$ cat src/design/ooo_defs.svh
/*
  ooo front end defines
  alpha encodings, register counts, common constants
*/
`ifndef OOO_DEFS_SVH
`define OOO_DEFS_SVH

`define TRUE       1'b1
`define FALSE      1'b0

`define ARCH_REGS  32         // architectural integer regs
`define PHYS_REGS  64         // physical tags, 6 bit
`define ZERO_REG   5'd31      // r31 reads as zero, never renamed

// primary opcodes, inst[31:26]
`define PAL_INST   6'h00
`define LDA_INST   6'h08
`define INTA_GRP   6'h10
`define INTL_GRP   6'h11
`define INTS_GRP   6'h12
`define INTM_GRP   6'h13
`define JSR_GRP    6'h1a
`define LDQ_INST   6'h29
`define LDQ_L_INST 6'h2b
`define STQ_INST   6'h2d
`define STQ_C_INST 6'h2f
`define BR_INST    6'h30
`define BSR_INST   6'h34

// operate function codes, inst[11:5]
`define ADDQ_INST   7'h20
`define SUBQ_INST   7'h29
`define CMPULT_INST 7'h1d
`define CMPEQ_INST  7'h2d
`define CMPULE_INST 7'h3d
`define CMPLT_INST  7'h4d
`define CMPLE_INST  7'h6d
`define AND_INST    7'h00
`define BIC_INST    7'h08
`define BIS_INST    7'h20
`define ORNOT_INST  7'h28
`define XOR_INST    7'h40
`define EQV_INST    7'h48
`define SRL_INST    7'h34
`define SLL_INST    7'h39
`define SRA_INST    7'h3c
`define MULQ_INST   7'h20

// pal function field, inst[25:0]
`define PAL_HALT    26'h555
`define PAL_WHAMI   26'h3c

`endif
$ cat src/design/ooo_pkg.sv
/*
  ooo front end types
  datapath control enums and the packets handed between stages
*/
`default_nettype none

`include "ooo_defs.svh"

package ooo_pkg;

  //////////////////////////////////////////////////
  // control selects
  //////////////////////////////////////////////////
  typedef enum logic [1:0] {
    ALU_OPA_IS_REGA, ALU_OPA_IS_MEM_DISP, ALU_OPA_IS_NPC, ALU_OPA_IS_NOT3
  } alu_opa_select_e;

  typedef enum logic [2:0] {
    ALU_OPB_IS_REGB, ALU_OPB_IS_ALU_IMM, ALU_OPB_IS_BR_DISP
  } alu_opb_select_e;

  typedef enum logic [1:0] {DEST_NONE, DEST_IS_REGA, DEST_IS_REGC} dest_reg_sel_e;

  typedef enum logic [4:0] {
    ALU_ADDQ, ALU_SUBQ, ALU_AND, ALU_BIC, ALU_BIS, ALU_ORNOT, ALU_XOR, ALU_EQV,
    ALU_SRL, ALU_SLL, ALU_SRA, ALU_MULQ,
    ALU_CMPEQ, ALU_CMPLT, ALU_CMPLE, ALU_CMPULT, ALU_CMPULE
  } alu_func_e;

  typedef enum logic [1:0] {FU_ALU, FU_MULT, FU_LD, FU_BR} fu_name_e;

  typedef logic [$clog2(`ARCH_REGS)-1:0] arch_reg_t;   // 5 bit
  typedef logic [$clog2(`PHYS_REGS)-1:0] phys_tag_t;   // 6 bit

  //////////////////////////////////////////////////
  // stage packets
  //////////////////////////////////////////////////
  typedef struct packed {
    logic            valid;        // low for halt, illegal, bubble
    logic [31:0]     inst;
    alu_opa_select_e opa_select;
    alu_opb_select_e opb_select;
    alu_func_e       alu_func;
    fu_name_e        fu_name;
    logic            rd_mem;
    logic            wr_mem;
    logic            ldl_mem;      // load locked
    logic            stc_mem;      // store conditional
    logic            cond_branch;
    logic            uncond_branch;
    logic            halt;
    logic            cpuid;
    logic            illegal;
    arch_reg_t       ra_idx;
    arch_reg_t       rb_idx;
    arch_reg_t       rdest_idx;    // ZERO_REG when nothing written
  } id_packet_t;

  typedef struct packed {
    logic       valid;             // renamed this cycle
    id_packet_t dec;
    phys_tag_t  pra_tag;
    phys_tag_t  prb_tag;
    phys_tag_t  prd_tag;
    phys_tag_t  old_prd_tag;       // returned to free list at retire
  } rn_packet_t;

endpackage

`default_nettype wire

$ cat src/design/rename_top.sv
/*
  rename front end top
  decode stage into map table, free list feeding tags
*/
`timescale 1ns/10ps
`default_nettype none

module rename_top
(
  input  wire                 clock,
  input  wire                 rst_n,
  input  wire [31:0]          inst,
  input  wire                 inst_valid,
  input  wire                 retire_valid,
  input  wire ooo_pkg::phys_tag_t retire_tag,
  output ooo_pkg::rn_packet_t rn_out,
  output logic                stall          // source holds inst while high
);

  ooo_pkg::id_packet_t id_pkt;
  ooo_pkg::phys_tag_t  free_tag;
  logic                alloc_req;
  logic                empty;

  id_stage id_stage_i
  (
    .clock      (clock),
    .rst_n      (rst_n),
    .inst       (inst),
    .inst_valid (inst_valid),
    .stall      (stall),
    .id_pkt     (id_pkt)
  );

  map_table map_table_i
  (
    .clock     (clock),
    .rst_n     (rst_n),
    .id_pkt    (id_pkt),
    .free_tag  (free_tag),
    .empty     (empty),
    .alloc_req (alloc_req),
    .stall     (stall),
    .rn_out    (rn_out)
  );

  free_list free_list_i
  (
    .clock        (clock),
    .rst_n        (rst_n),
    .alloc_req    (alloc_req),
    .retire_valid (retire_valid),   // straight from retire
    .retire_tag   (retire_tag),
    .free_tag     (free_tag),
    .empty        (empty)
  );

endmodule

`default_nettype wire

$ cat src/design/map_table.sv
/*
  register map table
  source and old dest lookup, dest rename, registered rn_out packet
*/
`timescale 1ns/10ps
`default_nettype none

`include "ooo_defs.svh"

module map_table
(
  input  wire                 clock,
  input  wire                 rst_n,
  input  wire ooo_pkg::id_packet_t id_pkt,
  input  wire ooo_pkg::phys_tag_t  free_tag,    // free list head
  input  wire                 empty,
  output logic                alloc_req,
  output logic                stall,
  output ooo_pkg::rn_packet_t rn_out
);

  ooo_pkg::phys_tag_t  map [`ARCH_REGS];
  ooo_pkg::rn_packet_t rn_next;
  ooo_pkg::rn_packet_t rn_hold;
  logic                rn_valid;
  logic                need_tag;
  logic                fire;

  // r31 never takes a tag
  assign need_tag  = id_pkt.valid && (id_pkt.rdest_idx != `ZERO_REG);
  assign stall     = need_tag && empty;
  assign alloc_req = need_tag && !empty;
  assign fire      = id_pkt.valid && !stall;

  //////////////////////////////////////////////////
  // lookup, same cycle as id_pkt
  //////////////////////////////////////////////////
  always_comb
  begin
    rn_next.valid       = fire;
    rn_next.dec         = id_pkt;
    rn_next.pra_tag     = map[id_pkt.ra_idx];
    rn_next.prb_tag     = map[id_pkt.rb_idx];
    rn_next.old_prd_tag = map[id_pkt.rdest_idx];
    rn_next.prd_tag     = need_tag ? free_tag : map[id_pkt.rdest_idx];
  end

  // map written on the edge the next inst enters lookup, so no bypass
  always_ff @(posedge clock or negedge rst_n)
  begin
    if (!rst_n)
      for (int i = 0; i < `ARCH_REGS; i++)
        map[i] <= ooo_pkg::phys_tag_t'(i);  // identity
    else if (alloc_req)
      map[id_pkt.rdest_idx] <= free_tag;
  end

  always_ff @(posedge clock or negedge rst_n)
  begin
    if (!rst_n)
      rn_valid <= 1'b0;
    else
      rn_valid <= fire;
  end

  always_ff @(posedge clock)
  begin
    if (fire)
      rn_hold <= rn_next;
  end

  always_comb
  begin
    rn_out       = rn_hold;
    rn_out.valid = rn_valid;
  end

  a_zero_reg_fixed: assert property (@(posedge clock) disable iff (!rst_n)
    map[`ZERO_REG] == ooo_pkg::phys_tag_t'(`ZERO_REG))
    else $error("r31 mapping moved to %0h", map[`ZERO_REG]);

  a_stall_no_out: assert property (@(posedge clock) disable iff (!rst_n)
    stall |=> !rn_out.valid)
    else $error("rn_out.valid high after stall");

endmodule

`default_nettype wire

$ cat src/design/free_list.sv
/*
  physical tag free list
  circular queue, pop at head on allocate, push at tail on retire
*/
`timescale 1ns/10ps
`default_nettype none

`include "ooo_defs.svh"

module free_list
(
  input  wire                clock,
  input  wire                rst_n,
  input  wire                alloc_req,     // pop head
  input  wire                retire_valid,  // push retire_tag
  input  wire ooo_pkg::phys_tag_t retire_tag,
  output ooo_pkg::phys_tag_t free_tag,
  output logic               empty
);

  localparam int PTR_W    = $clog2(`PHYS_REGS);
  localparam int FREE_MAX = `PHYS_REGS - `ARCH_REGS;   // arch state always holds the rest

  ooo_pkg::phys_tag_t queue [`PHYS_REGS];
  logic [PTR_W-1:0]   head;
  logic [PTR_W-1:0]   tail;
  logic [PTR_W:0]     count;

  //////////////////////////////////////////////////
  // queue state
  //////////////////////////////////////////////////
  always_ff @(posedge clock or negedge rst_n)
  begin
    if (!rst_n)
    begin
      head  <= '0;
      tail  <= PTR_W'(FREE_MAX);
      count <= (PTR_W+1)'(FREE_MAX);
      for (int i = 0; i < `PHYS_REGS; i++)
        queue[i] <= ooo_pkg::phys_tag_t'(i + `ARCH_REGS);  // 32..63 up front, upper half stale
    end
    else
    begin
      if (alloc_req)
        head <= head + 1'b1;
      if (retire_valid)
      begin
        queue[tail] <= retire_tag;        // visible at head from next cycle
        tail        <= tail + 1'b1;
      end
      count <= count + (PTR_W+1)'(retire_valid) - (PTR_W+1)'(alloc_req);
    end
  end

  assign free_tag = queue[head];
  assign empty    = (count == '0);

  //////////////////////////////////////////////////
  // checks
  //////////////////////////////////////////////////
  a_no_alloc_empty: assert property (@(posedge clock) disable iff (!rst_n)
    alloc_req |-> !empty)
    else $error("allocate from empty free list");

  a_release_range: assert property (@(posedge clock) disable iff (!rst_n)
    retire_valid |-> (retire_tag >= `ARCH_REGS))
    else $error("released tag %0h below ARCH_REGS", retire_tag);

  a_count_limit: assert property (@(posedge clock) disable iff (!rst_n)
    count <= FREE_MAX)
    else $error("free count %0h over limit", count);

endmodule

`default_nettype wire

$ cat src/design/id_stage.sv
/*
  decode stage
  decoder plus the id/rename pipeline register, held under stall
*/
`timescale 1ns/10ps
`default_nettype none

module id_stage
(
  input  wire                 clock,
  input  wire                 rst_n,
  input  wire [31:0]          inst,
  input  wire                 inst_valid,
  input  wire                 stall,       // from map table
  output ooo_pkg::id_packet_t id_pkt
);

  ooo_pkg::id_packet_t dec_pkt;
  ooo_pkg::id_packet_t hold_pkt;           // payload, no reset
  logic                hold_valid;

  decoder decoder_i
  (
    .inst          (inst),
    .valid_inst_in (inst_valid),
    .pkt           (dec_pkt)
  );

  always_ff @(posedge clock or negedge rst_n)
  begin
    if (!rst_n)
      hold_valid <= 1'b0;
    else if (!stall)
      hold_valid <= dec_pkt.valid;
  end

  always_ff @(posedge clock)
  begin
    if (!stall)
      hold_pkt <= dec_pkt;
  end

  always_comb
  begin
    id_pkt       = hold_pkt;
    id_pkt.valid = hold_valid;             // controlled copy wins
  end

  // stalled instruction must wait in place for a tag
  a_hold_on_stall: assert property (@(posedge clock) disable iff (!rst_n)
    stall |=> $stable(id_pkt))
    else $error("id_pkt changed while stalled");

endmodule

`default_nettype wire

$ cat src/design/decoder.sv
/*
  alpha integer subset decoder
  combinational, inst bits in, datapath controls and reg indices out
*/
`timescale 1ns/10ps
`default_nettype none

`include "ooo_defs.svh"

module decoder
(
  input  wire [31:0]          inst,
  input  wire                 valid_inst_in,   // low means treat as noop
  output ooo_pkg::id_packet_t pkt
);

  ooo_pkg::dest_reg_sel_e dest_reg;

  always_comb
  begin
    // noop defaults, groups below override
    dest_reg           = ooo_pkg::DEST_NONE;
    pkt                = '0;
    pkt.inst           = inst;
    pkt.opa_select     = ooo_pkg::ALU_OPA_IS_REGA;
    pkt.opb_select     = ooo_pkg::ALU_OPB_IS_REGB;
    pkt.alu_func       = ooo_pkg::ALU_ADDQ;
    pkt.fu_name        = ooo_pkg::FU_ALU;

    if (valid_inst_in)
    begin
      case ({inst[31:29], 3'b0})
        6'h00:
        begin
          if (inst[31:26] != `PAL_INST)
            pkt.illegal = `TRUE;
          else if (inst[25:0] == `PAL_HALT)
            pkt.halt = `TRUE;
          else if (inst[25:0] == `PAL_WHAMI)
          begin
            pkt.cpuid = `TRUE;
            dest_reg  = ooo_pkg::DEST_IS_REGA;  // cpuid lands in ra
          end
          else
            pkt.illegal = `TRUE;
        end
        6'h10:
        begin
          pkt.opb_select = inst[12] ? ooo_pkg::ALU_OPB_IS_ALU_IMM : ooo_pkg::ALU_OPB_IS_REGB;
          dest_reg       = ooo_pkg::DEST_IS_REGC;
          case (inst[31:26])
            `INTA_GRP:
              case (inst[11:5])
                `ADDQ_INST:   pkt.alu_func = ooo_pkg::ALU_ADDQ;
                `SUBQ_INST:   pkt.alu_func = ooo_pkg::ALU_SUBQ;
                `CMPEQ_INST:  pkt.alu_func = ooo_pkg::ALU_CMPEQ;
                `CMPLT_INST:  pkt.alu_func = ooo_pkg::ALU_CMPLT;
                `CMPLE_INST:  pkt.alu_func = ooo_pkg::ALU_CMPLE;
                `CMPULT_INST: pkt.alu_func = ooo_pkg::ALU_CMPULT;
                `CMPULE_INST: pkt.alu_func = ooo_pkg::ALU_CMPULE;
                default:      pkt.illegal  = `TRUE;
              endcase
            `INTL_GRP:
              case (inst[11:5])
                `AND_INST:    pkt.alu_func = ooo_pkg::ALU_AND;
                `BIC_INST:    pkt.alu_func = ooo_pkg::ALU_BIC;
                `BIS_INST:    pkt.alu_func = ooo_pkg::ALU_BIS;
                `ORNOT_INST:  pkt.alu_func = ooo_pkg::ALU_ORNOT;
                `XOR_INST:    pkt.alu_func = ooo_pkg::ALU_XOR;
                `EQV_INST:    pkt.alu_func = ooo_pkg::ALU_EQV;
                default:      pkt.illegal  = `TRUE;
              endcase
            `INTS_GRP:
              case (inst[11:5])
                `SRL_INST:    pkt.alu_func = ooo_pkg::ALU_SRL;
                `SLL_INST:    pkt.alu_func = ooo_pkg::ALU_SLL;
                `SRA_INST:    pkt.alu_func = ooo_pkg::ALU_SRA;
                default:      pkt.illegal  = `TRUE;
              endcase
            `INTM_GRP:
            begin
              pkt.fu_name = ooo_pkg::FU_MULT;
              if (inst[11:5] == `MULQ_INST)
                pkt.alu_func = ooo_pkg::ALU_MULQ;
              else
                pkt.illegal = `TRUE;
            end
            default: pkt.illegal = `TRUE;      // itfp and fp operate groups
          endcase
        end
        6'h18:
        begin
          if (inst[31:26] == `JSR_GRP)
          begin
            // jmp, jsr, ret, jsr_co all behave alike
            pkt.fu_name       = ooo_pkg::FU_BR;
            pkt.opa_select    = ooo_pkg::ALU_OPA_IS_NOT3;
            pkt.alu_func      = ooo_pkg::ALU_AND;   // word align target
            pkt.uncond_branch = `TRUE;
            dest_reg          = ooo_pkg::DEST_IS_REGA;
          end
          else
            pkt.illegal = `TRUE;                  // misc, ftpi
        end
        6'h08, 6'h20, 6'h28:
        begin
          pkt.opa_select = ooo_pkg::ALU_OPA_IS_MEM_DISP;
          pkt.fu_name    = ooo_pkg::FU_LD;
          dest_reg       = ooo_pkg::DEST_IS_REGA;
          case (inst[31:26])
            `LDA_INST:   ;                         // address add only
            `LDQ_INST:   pkt.rd_mem = `TRUE;
            `LDQ_L_INST:
            begin
              pkt.rd_mem  = `TRUE;
              pkt.ldl_mem = `TRUE;
            end
            `STQ_INST:
            begin
              pkt.wr_mem = `TRUE;
              dest_reg   = ooo_pkg::DEST_NONE;
            end
            `STQ_C_INST:
            begin
              pkt.wr_mem  = `TRUE;
              pkt.stc_mem = `TRUE;                 // success flag back to ra
            end
            default: pkt.illegal = `TRUE;
          endcase
        end
        6'h30, 6'h38:
        begin
          pkt.opa_select = ooo_pkg::ALU_OPA_IS_NPC;
          pkt.opb_select = ooo_pkg::ALU_OPB_IS_BR_DISP;
          pkt.fu_name    = ooo_pkg::FU_BR;
          case (inst[31:26])
            `BR_INST, `BSR_INST:
            begin
              pkt.uncond_branch = `TRUE;
              dest_reg          = ooo_pkg::DEST_IS_REGA;   // link reg
            end
            default:
              if (inst[31:29] == 3'b110)
                pkt.illegal = `TRUE;               // fp branches
              else
                pkt.cond_branch = `TRUE;
          endcase
        end
        default: pkt.illegal = `TRUE;
      endcase
    end

    // index steering, unused ports point at r31
    // store data comes from ra as well
    pkt.ra_idx = ((pkt.opa_select == ooo_pkg::ALU_OPA_IS_REGA) ||
                  (pkt.fu_name == ooo_pkg::FU_BR) || pkt.wr_mem) ? inst[25:21] : `ZERO_REG;
    pkt.rb_idx = (pkt.opb_select == ooo_pkg::ALU_OPB_IS_REGB) ? inst[20:16] : `ZERO_REG;
    case (dest_reg)
      ooo_pkg::DEST_IS_REGC: pkt.rdest_idx = inst[4:0];
      ooo_pkg::DEST_IS_REGA: pkt.rdest_idx = inst[25:21];
      default:               pkt.rdest_idx = `ZERO_REG;
    endcase

    pkt.valid = valid_inst_in && !pkt.illegal && !pkt.halt;   // halt dies here
  end

endmodule

`default_nettype wire

$ cat config.mk
export PLATFORM = sky130hd
export DESIGN_NAME = rename_top
export DESIGN_NICKNAME = d
export VERILOG_FILES = /design/src/design/ooo_pkg.sv /design/src/design/rename_top.sv /design/src/design/map_table.sv /design/src/design/free_list.sv /design/src/design/id_stage.sv /design/src/design/decoder.sv
export VERILOG_INCLUDE_DIRS = /design/src /design/src/design
export SDC_FILE = /design/constraint.sdc
export NUM_CORES = 1
export LEC_CHECK = 0
export BUFFER_PORTS_ARGS = -buffer_cell sky130_fd_sc_hd__buf_2
export CAP_MARGIN = 20
export CORE_MARGIN = 10
export CORE_UTILIZATION = 30
export CTS_CLUSTER_DIAMETER = 100
export DETAILED_ROUTE_END_ITERATION = 10
export MAX_ROUTING_LAYER = met4
export PLACE_DENSITY_LB_ADDON = 0.3
export SETUP_SLACK_MARGIN = 0.4
export SLEW_MARGIN = 10
export SYNTH_ARGS = -nofsm -noshare
export SYNTH_HDL_FRONTEND = slang
export SYNTH_HIERARCHICAL = 1
export SYNTH_SLANG_ARGS = --single-unit
$ cat constraint.sdc
create_clock -name clock -period 7.8 [get_ports clock]
set_input_delay 0.39 -clock clock [delete_from_list [all_inputs] [get_ports clock]]
set_output_delay 0.39 -clock clock [all_outputs]
set_load 0.1 [all_outputs]
# Yosys cells after proc, flatten, opt, wreduce, memory -nomap -nowiden
# Cells that the tools add are included.
[totals] register_bits=758 output_inout_bits=95 elab_cells=300
[op_classes] add_sub_neg=4 n_lt_le_gt_ge=7 n_eq_ne=39 n_mux=70 bitwise_logic=8 n_reduce_logical=32
[ops] operator="384-bit bitwise mux" n=1
[ops] operator="192-bit bitwise mux" n=1
[ops] operator="6-bit binary-select mux with 5-bit select" n=3
[ops] operator="6-bit 2-to-1 mux" n=11
[ops] operator="7-bit by 6-bit equality test with 1-bit output, second input constant" n=8
[ops] operator="6-bit binary-select mux with 6-bit select" n=1
[ops] operator="6-bit demux with 6-bit select" n=1
[ops] operator="6-bit equality test, second input constant" n=6
[ops] operator="6-bit demux with 5-bit select" n=1
[ops] operator="6-bit by 5-bit equality test with 1-bit output, second input constant" n=5
[ops] operator="5-bit one-hot mux with 6 select lines" n=1
[ops] operator="1-bit 2-to-1 mux" n=29
[ops] operator="7-bit equality test, second input constant" n=4
[ops] operator="26-bit by 11-bit equality test with 1-bit output, second input constant" n=1
[ops] operator="26-bit by 6-bit equality test with 1-bit output, second input constant" n=1
[ops] operator="21-bit 2-to-1 mux" n=1
[ops] operator="5-bit one-hot mux with 2 select lines" n=2
[ops] operator="5-bit one-hot mux with 4 select lines" n=1
[ops] operator="6-bit greater-or-equal comparator, second input constant" n=3
[ops] operator="5-bit NOT with 6-bit output" n=3
[ops] operator="3-bit one-hot mux with 6 select lines" n=1
[ops] operator="7-bit greater-or-equal comparator, second input constant" n=2
[ops] operator="7-bit logical NOT" n=2
[ops] operator="6-bit NOT with 7-bit output" n=2
[ops] operator="other kinds (38)" n=69

# Depth between registers and ports, before layout
# Gate-level depths: netlist of run 1.
[logic_depth] depth_word=9 ltp_mapped=16 depth_no_buf=15

# Cells and area by module
# Netlist of run 1, hierarchy kept.
[by_module_without_submodules] module="free_list" instances=1 cells_per_inst=1306 area_per_inst_um2=18974.4 seq_area_each_um2=10327.4
[by_module_without_submodules] module="map_table" instances=1 cells_per_inst=994 area_per_inst_um2=15023.2 seq_area_each_um2=7722.4
[by_module_without_submodules] module="id_stage" instances=1 cells_per_inst=72 area_per_inst_um2=2093.3 seq_area_each_um2=2067.0
[by_module_without_submodules] module="decoder" instances=1 cells_per_inst=186 area_per_inst_um2=1246.2 seq_area_each_um2=0.0

# Worst setup path after synthesis of run 1
# Ideal clock, no wire load.
[synth_timing] path_type="register to register" from="register id_stage_i.hold_pkt, in the netlist id_stage_i/id_pkt[0]" to="register map_table_i.rn_hold, in the netlist map_table_i/rn_out[0], enable pin" setup_ns=0.546 t_arrival_ns=5.549 setup_slack_ns=1.705 stages_incl_launch_ff=6 path_buffers=1 cell_sequence="edfxtp_1 -> clkbuf_1 -> nand2_2 -> o21ai_1 -> nor2_1 -> nor2_1"
[synth_via] elab_chain_cells=5
[synth_lines] item="start: declaration" line="id_stage.sv:19" rtl="ooo_pkg::id_packet_t hold_pkt;"
[synth_lines] item="start signal: assignment" line="id_stage.sv:40" rtl="hold_pkt <= dec_pkt;"
[synth_lines] item="5-bit != test (no line)"
[synth_lines] item="1-bit logical AND" line="map_table.sv:30" rtl="assign need_tag = id_pkt.valid && (id_pkt.rdest_idx != `ZERO_REG);"
[synth_lines] item="1-bit logical AND" line="map_table.sv:31" rtl="assign stall = need_tag && empty;"
[synth_lines] item="net stall" line="rename_top.sv:17" rtl="output logic stall"
[synth_lines] item="1-bit logical NOT" line="map_table.sv:33" rtl="assign fire = id_pkt.valid && !stall;"
[synth_lines] item="1-bit logical AND" line="map_table.sv:33"
[synth_lines] item="net map_table_i.fire" line="map_table.sv:27" rtl="logic fire;"
[synth_lines] item="end signal: assignment" line="map_table.sv:69" rtl="rn_hold <= rn_next;"
[synth_lines] item="end: declaration" line="map_table.sv:24" rtl="ooo_pkg::rn_packet_t rn_hold;"
# The timed path passes the listed nets, and every way through them passes these cells.
# A chain may end at the register's enable or synchronous reset.

==> qor.yml, run 1 <==
nets: 2677
via_count_of_the_first_global_routing_pass: 23240
finalWirelength_mm: 105.3
crit_path_end_kind: "flop"
setup_viol: 0
cap_viol_max_count: 0
setup_repair_after_global_routing_missed_its_margin: "false"
clk_transition_reported_paths_ns: 0.06
dr_total_vias: 22700
synth-async-reset-ratio_pct: 78.76
ys_seq_area_share_pct: 53.88
clk-insertion-delay-late_ns: 0.67
antenna_found_initial: 3
hold_viol_final: 0
tritoncts_num_sinks: 758
cp_cell_sequence: "buf_4 > nor2b_2 > nand2_1 > o221ai_1 > a21oi_1 > a221oi_1 > a21o_1 > buf_4 > nor2_1 > a31oi_1"
i_o_pin_count: 137
critPathRequiredTime_ns: 8.28
layout.cell_area.non_filler_um2: 42290
grt_util_met1_pct: 20.74
length_of_the_first_detailed_routing_pass_in_iterations: 5
min_period_ns: 4.287
drt_iter0_drc: 1712
setup-tns-final_ns: 0
rows: 129
synthToLayoutAreaGrowth_pct: 13.26
worstHoldPathType: "in -> reg"
synthesis.nets: 2614
timing.max_slew.rel_slack_pct: 22.62
dpl-instance-area_um2: 39270
die_height_um: 372.8
grt-busiest-layer: "met2"
htree_depth: 3
initial_utilization_pct: 30.20
worst_clock_skew_ns: 0.03075
postCtsSetupRepairBufs: 0
post-route-period-util_pct: 54.96
global_route.usage.total_pct: 15.13
timing_max_transition_violations_final: 0
largest_net_degree_at_the_start_of_global_routing: 168
core-area_um2: 123600
grt.met2_usage_pct: 22.95
critical-path-top-cell-by-count: "sky130_fd_sc_hd__buf_4"
routed_via_density: 5.239
synth_top_area_share_pct: 21.65
worst_ir_drop_vdd_mv: 0.1996
place_congestion: 0.8814
crit_buf_inv: 2
clock_tree.buffer_depth: 3
power-per-cell-area_nw_per_um2: 330.6
timing.critical_path.slowest_stage_cell: "sky130_fd_sc_hd__nor2b_2"
die_width_um: 372.8
drc_errors: 0
max_freq_ghz: 0.2333
synthDominantAreaCellType: "sky130_fd_sc_hd__dfrtp_1"
synthFlopType: "sky130_fd_sc_hd__dfrtp_1"
detail-route-antenna-nets: 0
netlist_instances: 2558
synth_edf_count: 161
avgRoutedWirePerCell_um: 24.30
die_ar_um2: 139000
cp_slowest_stage_delay_ns: 0.77
most_common_cell_after_layout_fill_and_taps_aside: "sky130_fd_sc_hd__mux2_2"
number_of_different_library_cells_in_the_post_synthesis_netlist: 80
crit_type: "reg -> reg"
timing_worst_slew_pin_value_ns: 1.156
tritoncts: "yes"
netlist_area_um2: 37340
run_status: "finished, final reports clean"
synth_seq_cells: 758
post_synth.cell_area_avg_um2: 14.60
clk_root_buffer_cell: "sky130_fd_sc_hd__clkbuf_16"
yosysWarningCount: 6
layout-drive-gt1-share_pct: 49.31
startpoint_type: "flop"
cts_inserted_buffers: 87
grtUsageMet3_pct: 2.409
grt_overflow: 0
grt_pass1_wl_mm: 158.9
power.leakage_nw: 17.72
path_delay_family: "compound AO/OA/AOI/OAI gates"
cell_types_occupying_the_most_area_after_synthesis: "sky130_fd_sc_hd__dfrtp_1 22%, sky130_fd_sc_hd__dfstp_2 19%, sky130_fd_sc_hd__mux2_2 17%, sky130_fd_sc_hd__edfxtp_1 13%, sky130_fd_sc_hd__mux4_2 8.5%"
post-dp-hpwl_mm: 67.70
port-buffer-count: 136
critPathMaxFanout: 32
total_power_mw: 13.98
timing.critical_path.arrival_ns: 4.77
num-fill-cells: 12100
commonest_cells_after_routing_fill_and_taps_aside: "576 x sky130_fd_sc_hd__mux2_2, 321 x sky130_fd_sc_hd__dfrtp_1, 274 x sky130_fd_sc_hd__dfstp_2"
[cell type report]
class / count / area, um2 / area share [%]
well taps: 1637 / 2048 / 4.843
clock buffers: 128 / 2491 / 5.891
flip-flops and latches: 758 / 20120 / 47.58
diodes: 1 / 2.502 / 0.005918
clock inverters: 35 / 349.1 / 0.8255
inverters: 22 / 82.58 / 0.1953
multi-input cells: 1560 / 15950 / 37.73
repair buffers: 192 / 1239 / 2.929
[sequential cells by signal (all words and copies together) (netlist names)]
name	flops
free_list_i/count	7
free_list_i/head	6
free_list_i/queue	384
free_list_i/tail	6
id_stage_i/hold_valid	1
id_stage_i/id_pkt	68
map_table_i/map	192
map_table_i/rn_out	93
map_table_i/rn_valid	1
[repair_timing]
item / 4_1_cts / 5_1_grt
gates resized for setup: 0 / 0
hold buffers: 18 / 0
endpoints found under the hold margin: 53 / 0
[layer usage]
layer,up-vias,routed length [um]
met5,-,0
met4,0,2722
met3,181,5091
met2,570,48600
met1,12080,48870
li1,9868,-
[metrics by stage]
stage	util (%)	instances	setup WS, ns	hold WS (ns)
after floorplan	-	2558	1.705	0.09441
after global placement	31.73	4150	2.735	0.3692
after detailed placement	31.76	4151	3.556	0.3712
after CTS	34.20	4332	3.493	0.006814
after global routing	34.20	4332	3.287	0.02563
final	34.20	4333	3.513	0.03146
[kinds of logic after synthesis]
| family | after synthesis | share of synthesized area [%] |
|---|---|---|
| compound gates | 229 | 4.226 |
| xor+xnor | 18 | 0.4222 |
| fa+ha+maj | 14 | 0.4893 |
| buf+inv | 240 | 3.418 |
| flops | 758 | 53.88 |
| mux | 953 | 32.48 |
| other cells | 1 | 0.01004 |
| simple gates | 345 | 5.077 |
[final timing paths]
path / cells after the start / startpoint / slack, ns / end
max: 10 / free_list_i/head[2] / 3.51 / map_table_i/rn_out[6]
min: 1 / inst[3] / 0.03 / id_stage_i/id_pkt[39]
max reg2reg: 10 / free_list_i/head[2] / 3.51 / map_table_i/rn_out[6]
min reg2reg: 0 / map_table_i/map[1] / 0.38 / map_table_i/map[1]
max in group asynchronous: 3 / rst_n / 5.88 / map_table_i/map[86]
min in group asynchronous: 2 / rst_n / 0.39 / free_list_i/queue[306]
[worst reg2reg max path, stage by stage, from the launching register on]
cell and delay, ns:
sky130_fd_sc_hd__dfrtp_1 0.36, sky130_fd_sc_hd__buf_4 0.36, sky130_fd_sc_hd__nor2b_2 0.78, sky130_fd_sc_hd__nand2_1 0.54, sky130_fd_sc_hd__o221ai_1 0.37, sky130_fd_sc_hd__a21oi_1 0.14, sky130_fd_sc_hd__a221oi_1 0.72, sky130_fd_sc_hd__a21o_1 0.18
sky130_fd_sc_hd__buf_4 0.37, sky130_fd_sc_hd__nor2_1 0.12, sky130_fd_sc_hd__a31oi_1 0.17
[synth_stat cells, types with 4 or more instances]
cell type                   number
sky130_fd_sc_hd__buf_1          12
sky130_fd_sc_hd__nand2b_1       17
sky130_fd_sc_hd__a21o_1          6
sky130_fd_sc_hd__edfxtp_1      161
sky130_fd_sc_hd__o221ai_1       12
sky130_fd_sc_hd__mux4_1          6
sky130_fd_sc_hd__xnor2_1        11
sky130_fd_sc_hd__a221o_1         5
sky130_fd_sc_hd__and3_1          4
sky130_fd_sc_hd__nor2_1        100
sky130_fd_sc_hd__a221oi_1       26
sky130_fd_sc_hd__buf_4          41
sky130_fd_sc_hd__a211oi_1       19
sky130_fd_sc_hd__nor2b_1        12
sky130_fd_sc_hd__or2_2           5
sky130_fd_sc_hd__dfrtp_1       323
sky130_fd_sc_hd__a21oi_1        29
sky130_fd_sc_hd__buf_6           9
sky130_fd_sc_hd__nand3b_1        7
sky130_fd_sc_hd__mux2_2        576
sky130_fd_sc_hd__o21ai_0        23
sky130_fd_sc_hd__dfstp_2       274
sky130_fd_sc_hd__clkbuf_1      109
sky130_fd_sc_hd__nor3b_1         5
sky130_fd_sc_hd__mux2i_1       229
sky130_fd_sc_hd__nor3_1         18
sky130_fd_sc_hd__buf_2          38
sky130_fd_sc_hd__nand2_1        68
sky130_fd_sc_hd__nand4b_1        8
sky130_fd_sc_hd__nand3_1        16
sky130_fd_sc_hd__or3_1          17
sky130_fd_sc_hd__nor4_1         18
sky130_fd_sc_hd__ha_1           13
sky130_fd_sc_hd__xor2_1          7
sky130_fd_sc_hd__inv_1          22
sky130_fd_sc_hd__mux4_2        141
sky130_fd_sc_hd__o22ai_1        74
sky130_fd_sc_hd__nand4bb_1       6
sky130_fd_sc_hd__a31oi_1         9
sky130_fd_sc_hd__and2_1         11
sky130_fd_sc_hd__buf_8           8
sky130_fd_sc_hd__a2111oi_1       4
[power breakdown]
group | total, mW | internal [mW] | switching, mW
clock network | 4.04 | 2.36 | 1.68
registers | 5.84 | 5.21 | 0.627
logic | 4.10 | 1.73 | 2.36
Power figures use the tool's default switching activity.
==> inputs of run 2 (changes only) <==
- clock period: 7.8 -> 4.3 ns (I/O delays scaled with it)
==> run 2 against run 1 <==
  * Via count is 0.88% higher
  * Final cell count is 1.3% higher
  * Highest routed layer unchanged
  * Critical path type unchanged
  * Sequential cell count is the same
  * Non-clock buffer count increased by 57
  * Clock power is 77% higher
==> qor.yml, run 2 (synthesis results as in run 1) <==
comb_power_share_pct: 30.1  # +0.8 points
pwr-share-seq_pct: 41.7  # about the same
dr_total_vias: 22900  # +0.88%
length_of_the_first_detailed_routing_pass_in_iterations: 5  # unchanged
setup_repair_after_global_routing_missed_its_margin: "false"
placed_cells: 4191  # +0.96%
place_congestion: 0.8856  # +0.48%
drt_iter0_drc: 1688  # -1.4%
crit-reg2reg-launch: "free_list_i/head[2]"
layout-drive-gt1-share_pct: 49.60  # +0.29 points
setup_viol: 0  # unchanged
worst-r2r-setup-slack_ns: 0.67  # -2.84 ns
finalWirelength_mm: 106.6  # +1.3%
post-dp-hpwl_mm: 70.81  # +4.6%
largest_net_degree_at_the_start_of_global_routing: 109  # -35%
antenna_found_initial: 4  # +1
critPathRequiredTime_ns: 4.79  # -3.49 ns
switching_power_mw: 8.447  # +81%
worst_clock_skew_ns: 0.03110  # +0.0003541 ns
worst_ir_drop_vdd_mv: 0.3551  # +78%
rows: 129  # unchanged
power.internal_mw: 16.92  # +82%
grt-busiest-layer: "met2"
clock_tree.buffer_depth: 3  # unchanged
power.leakage_nw: 18.00  # +1.6%
min_period_ns: 3.628  # -0.6586 ns
largest_reg_flops: 384  # unchanged
startpoint_type: "flop"
avgRoutedWirePerCell_um: 24.28  # about the same
critPathMaxFanout: 32  # unchanged
die_width_um: 372.8  # unchanged
postCtsSetupRepairBufs: 0  # unchanged
most_common_cell_after_layout_fill_and_taps_aside: "sky130_fd_sc_hd__mux2_2"
netSwitchingFraction_pct: 33.30  # -0.11 points
grt_overflow: 0  # unchanged
port-buffer-count: 136  # unchanged
cts_inserted_buffers: 87  # unchanged
top_register: "free_list_i/queue"
drc_errors: 0  # unchanged
crit_path_end_kind: "flop"
worstHoldPathType: "in -> reg"
final.setup.worst_slack_ns: 0.6719  # -2.841 ns
commonest_cells_after_routing_fill_and_taps_aside: "576 x sky130_fd_sc_hd__mux2_2, 321 x sky130_fd_sc_hd__dfrtp_1, 274 x sky130_fd_sc_hd__dfstp_2"
post-route-period-util_pct: 84.37  # +29 points
hold_viol_final: 0  # unchanged
timing.max_slew.rel_slack_pct: 28.29  # +5.7 points
die_ar_um2: 139000  # unchanged
setup.worst_path.start: "free_list_i/head[2]"
clk-insertion-delay-late_ns: 0.66  # about the same
global_route.usage.total_pct: 15.29  # +0.16 points
grtUsageMet3_pct: 2.322  # -0.087 points
routed_via_density: 5.216  # -0.43%
tritoncts_num_sinks: 758  # unchanged
htree_depth: 3  # unchanged
cap_viol_max_count: 0  # unchanged
max_freq_ghz: 0.2756  # +18%
core-area_um2: 123600  # unchanged
clk_root_buffer_cell: "sky130_fd_sc_hd__clkbuf_16"
i_o_pin_count: 137  # unchanged
via_count_of_the_first_global_routing_pass: 23780  # +2.3%
setup-tns-final_ns: 0  # unchanged
hold-path-cell-count: 3  # +2
initial_utilization_pct: 30.20  # unchanged
grt_pass1_wl_mm: 160.6  # +1.1%
pre_cts_ws_ns: 0.7096  # -2.847 ns
timing.reg2reg.worst_path_depth: 9  # -1
clock_power_share_pct: 28.2  # -0.7 points
nets: 2734  # +2.1%
die_height_um: 372.8  # unchanged
num-fill-cells: 12030  # -0.56%
grt.met2_usage_pct: 24.33  # +1.4 points
timing.critical_path.arrival_ns: 4.12  # -0.65 ns
timing_worst_slew_pin_value_ns: 1.076  # -0.08074 ns
synthToLayoutAreaGrowth_pct: 14.67
timing.rr.end: "map_table_i/rn_out[10]"
grt_util_met1_pct: 19.93  # -0.82 points
tritoncts: "yes"
detail-route-antenna-nets: 0  # unchanged
holdPathEnd: "id_stage_i/id_pkt[34]"
instances_no_fill: 4390  # +1.3%
hold_start: "inst_valid"
clk_transition_reported_paths_ns: 0.06  # about the same
crit_type: "reg -> reg"
timing_max_transition_violations_final: 0  # unchanged
power-per-cell-area_nw_per_um2: 592.4  # +79%
run_status: "finished, final reports clean"
[run 2: worst max path at each step]
stage                                         to  slack, ns  depth (start not counted)
after global placement       map_table_i/map[92]       0.65                          8
after global routing        map_table_i/map[182]       0.46                          8
after floorplan             id_stage_i/id_pkt[0]       0.55                          6
after CTS                    map_table_i/map[86]       0.69                          8
final                     map_table_i/rn_out[10]       0.67                          9
after detailed placement     map_table_i/map[86]       0.71                          8
[run 2: final cells by class]
class                           instances  area, um2  area share (%)
Timing Repair Buffer                  249       1827           4.267
Clock buffer                          130       2541           5.935
Multi-Input combinational cell       1560      15970           37.29
Tap cell                             1637       2048           4.784
Clock inverter                         31      219.0          0.5114
Antenna cell                            3      7.507         0.01753
Inverter                               22      82.58          0.1929
Sequential cell                       758      20120           47.00
[run 2: worst max-delay path, cell delays in order, from the launching register on]
cell	delay, ns
sky130_fd_sc_hd__dfrtp_1	0.60
sky130_fd_sc_hd__buf_4	0.30
sky130_fd_sc_hd__and2b_1	0.22
sky130_fd_sc_hd__buf_4	0.20
sky130_fd_sc_hd__a221oi_1	0.24
sky130_fd_sc_hd__o21ai_0	0.20
sky130_fd_sc_hd__a221oi_1	0.67
sky130_fd_sc_hd__a31o_2	0.74
sky130_fd_sc_hd__nor2_1	0.11
sky130_fd_sc_hd__a31oi_1	0.17
[run 2: what timing repair did]
item | CTS | global route
hold buffers | 35 | 0
resized for setup | 0 | 0
hold endpoints to repair | 109 | 0
[run 2: power groups by stage]
stage	clock [mW]	combinational, mW	sequential (mW)
global route	7.65	8.13	10.8
global placement	0	7.56	10.7
detailed placement	0	7.61	10.7
floorplan	0	5.20	10.5
CTS	7.36	7.65	10.6
finish	7.15	7.63	10.6
[run 2: metrics by stage]
step                      hold WS, ns  total power, mW  area (um2)  util [%]
after floorplan              -0.08059            15.68       37350         -
after detailed placement       0.3721            18.30       39700     32.11
after global routing          0.05134            26.59       42810     34.63
after CTS                     0.01539            25.59       42810     34.62
final                         0.05833            25.36       42810     34.63
after global placement         0.3704            18.21       39700     32.11
[run 2: metal layers]
metal	routed length (um)	share of wire, %
met2	50790	48
met1	47190	44
met5	0	0
met3	5241	4.9
met4	3376	3.2
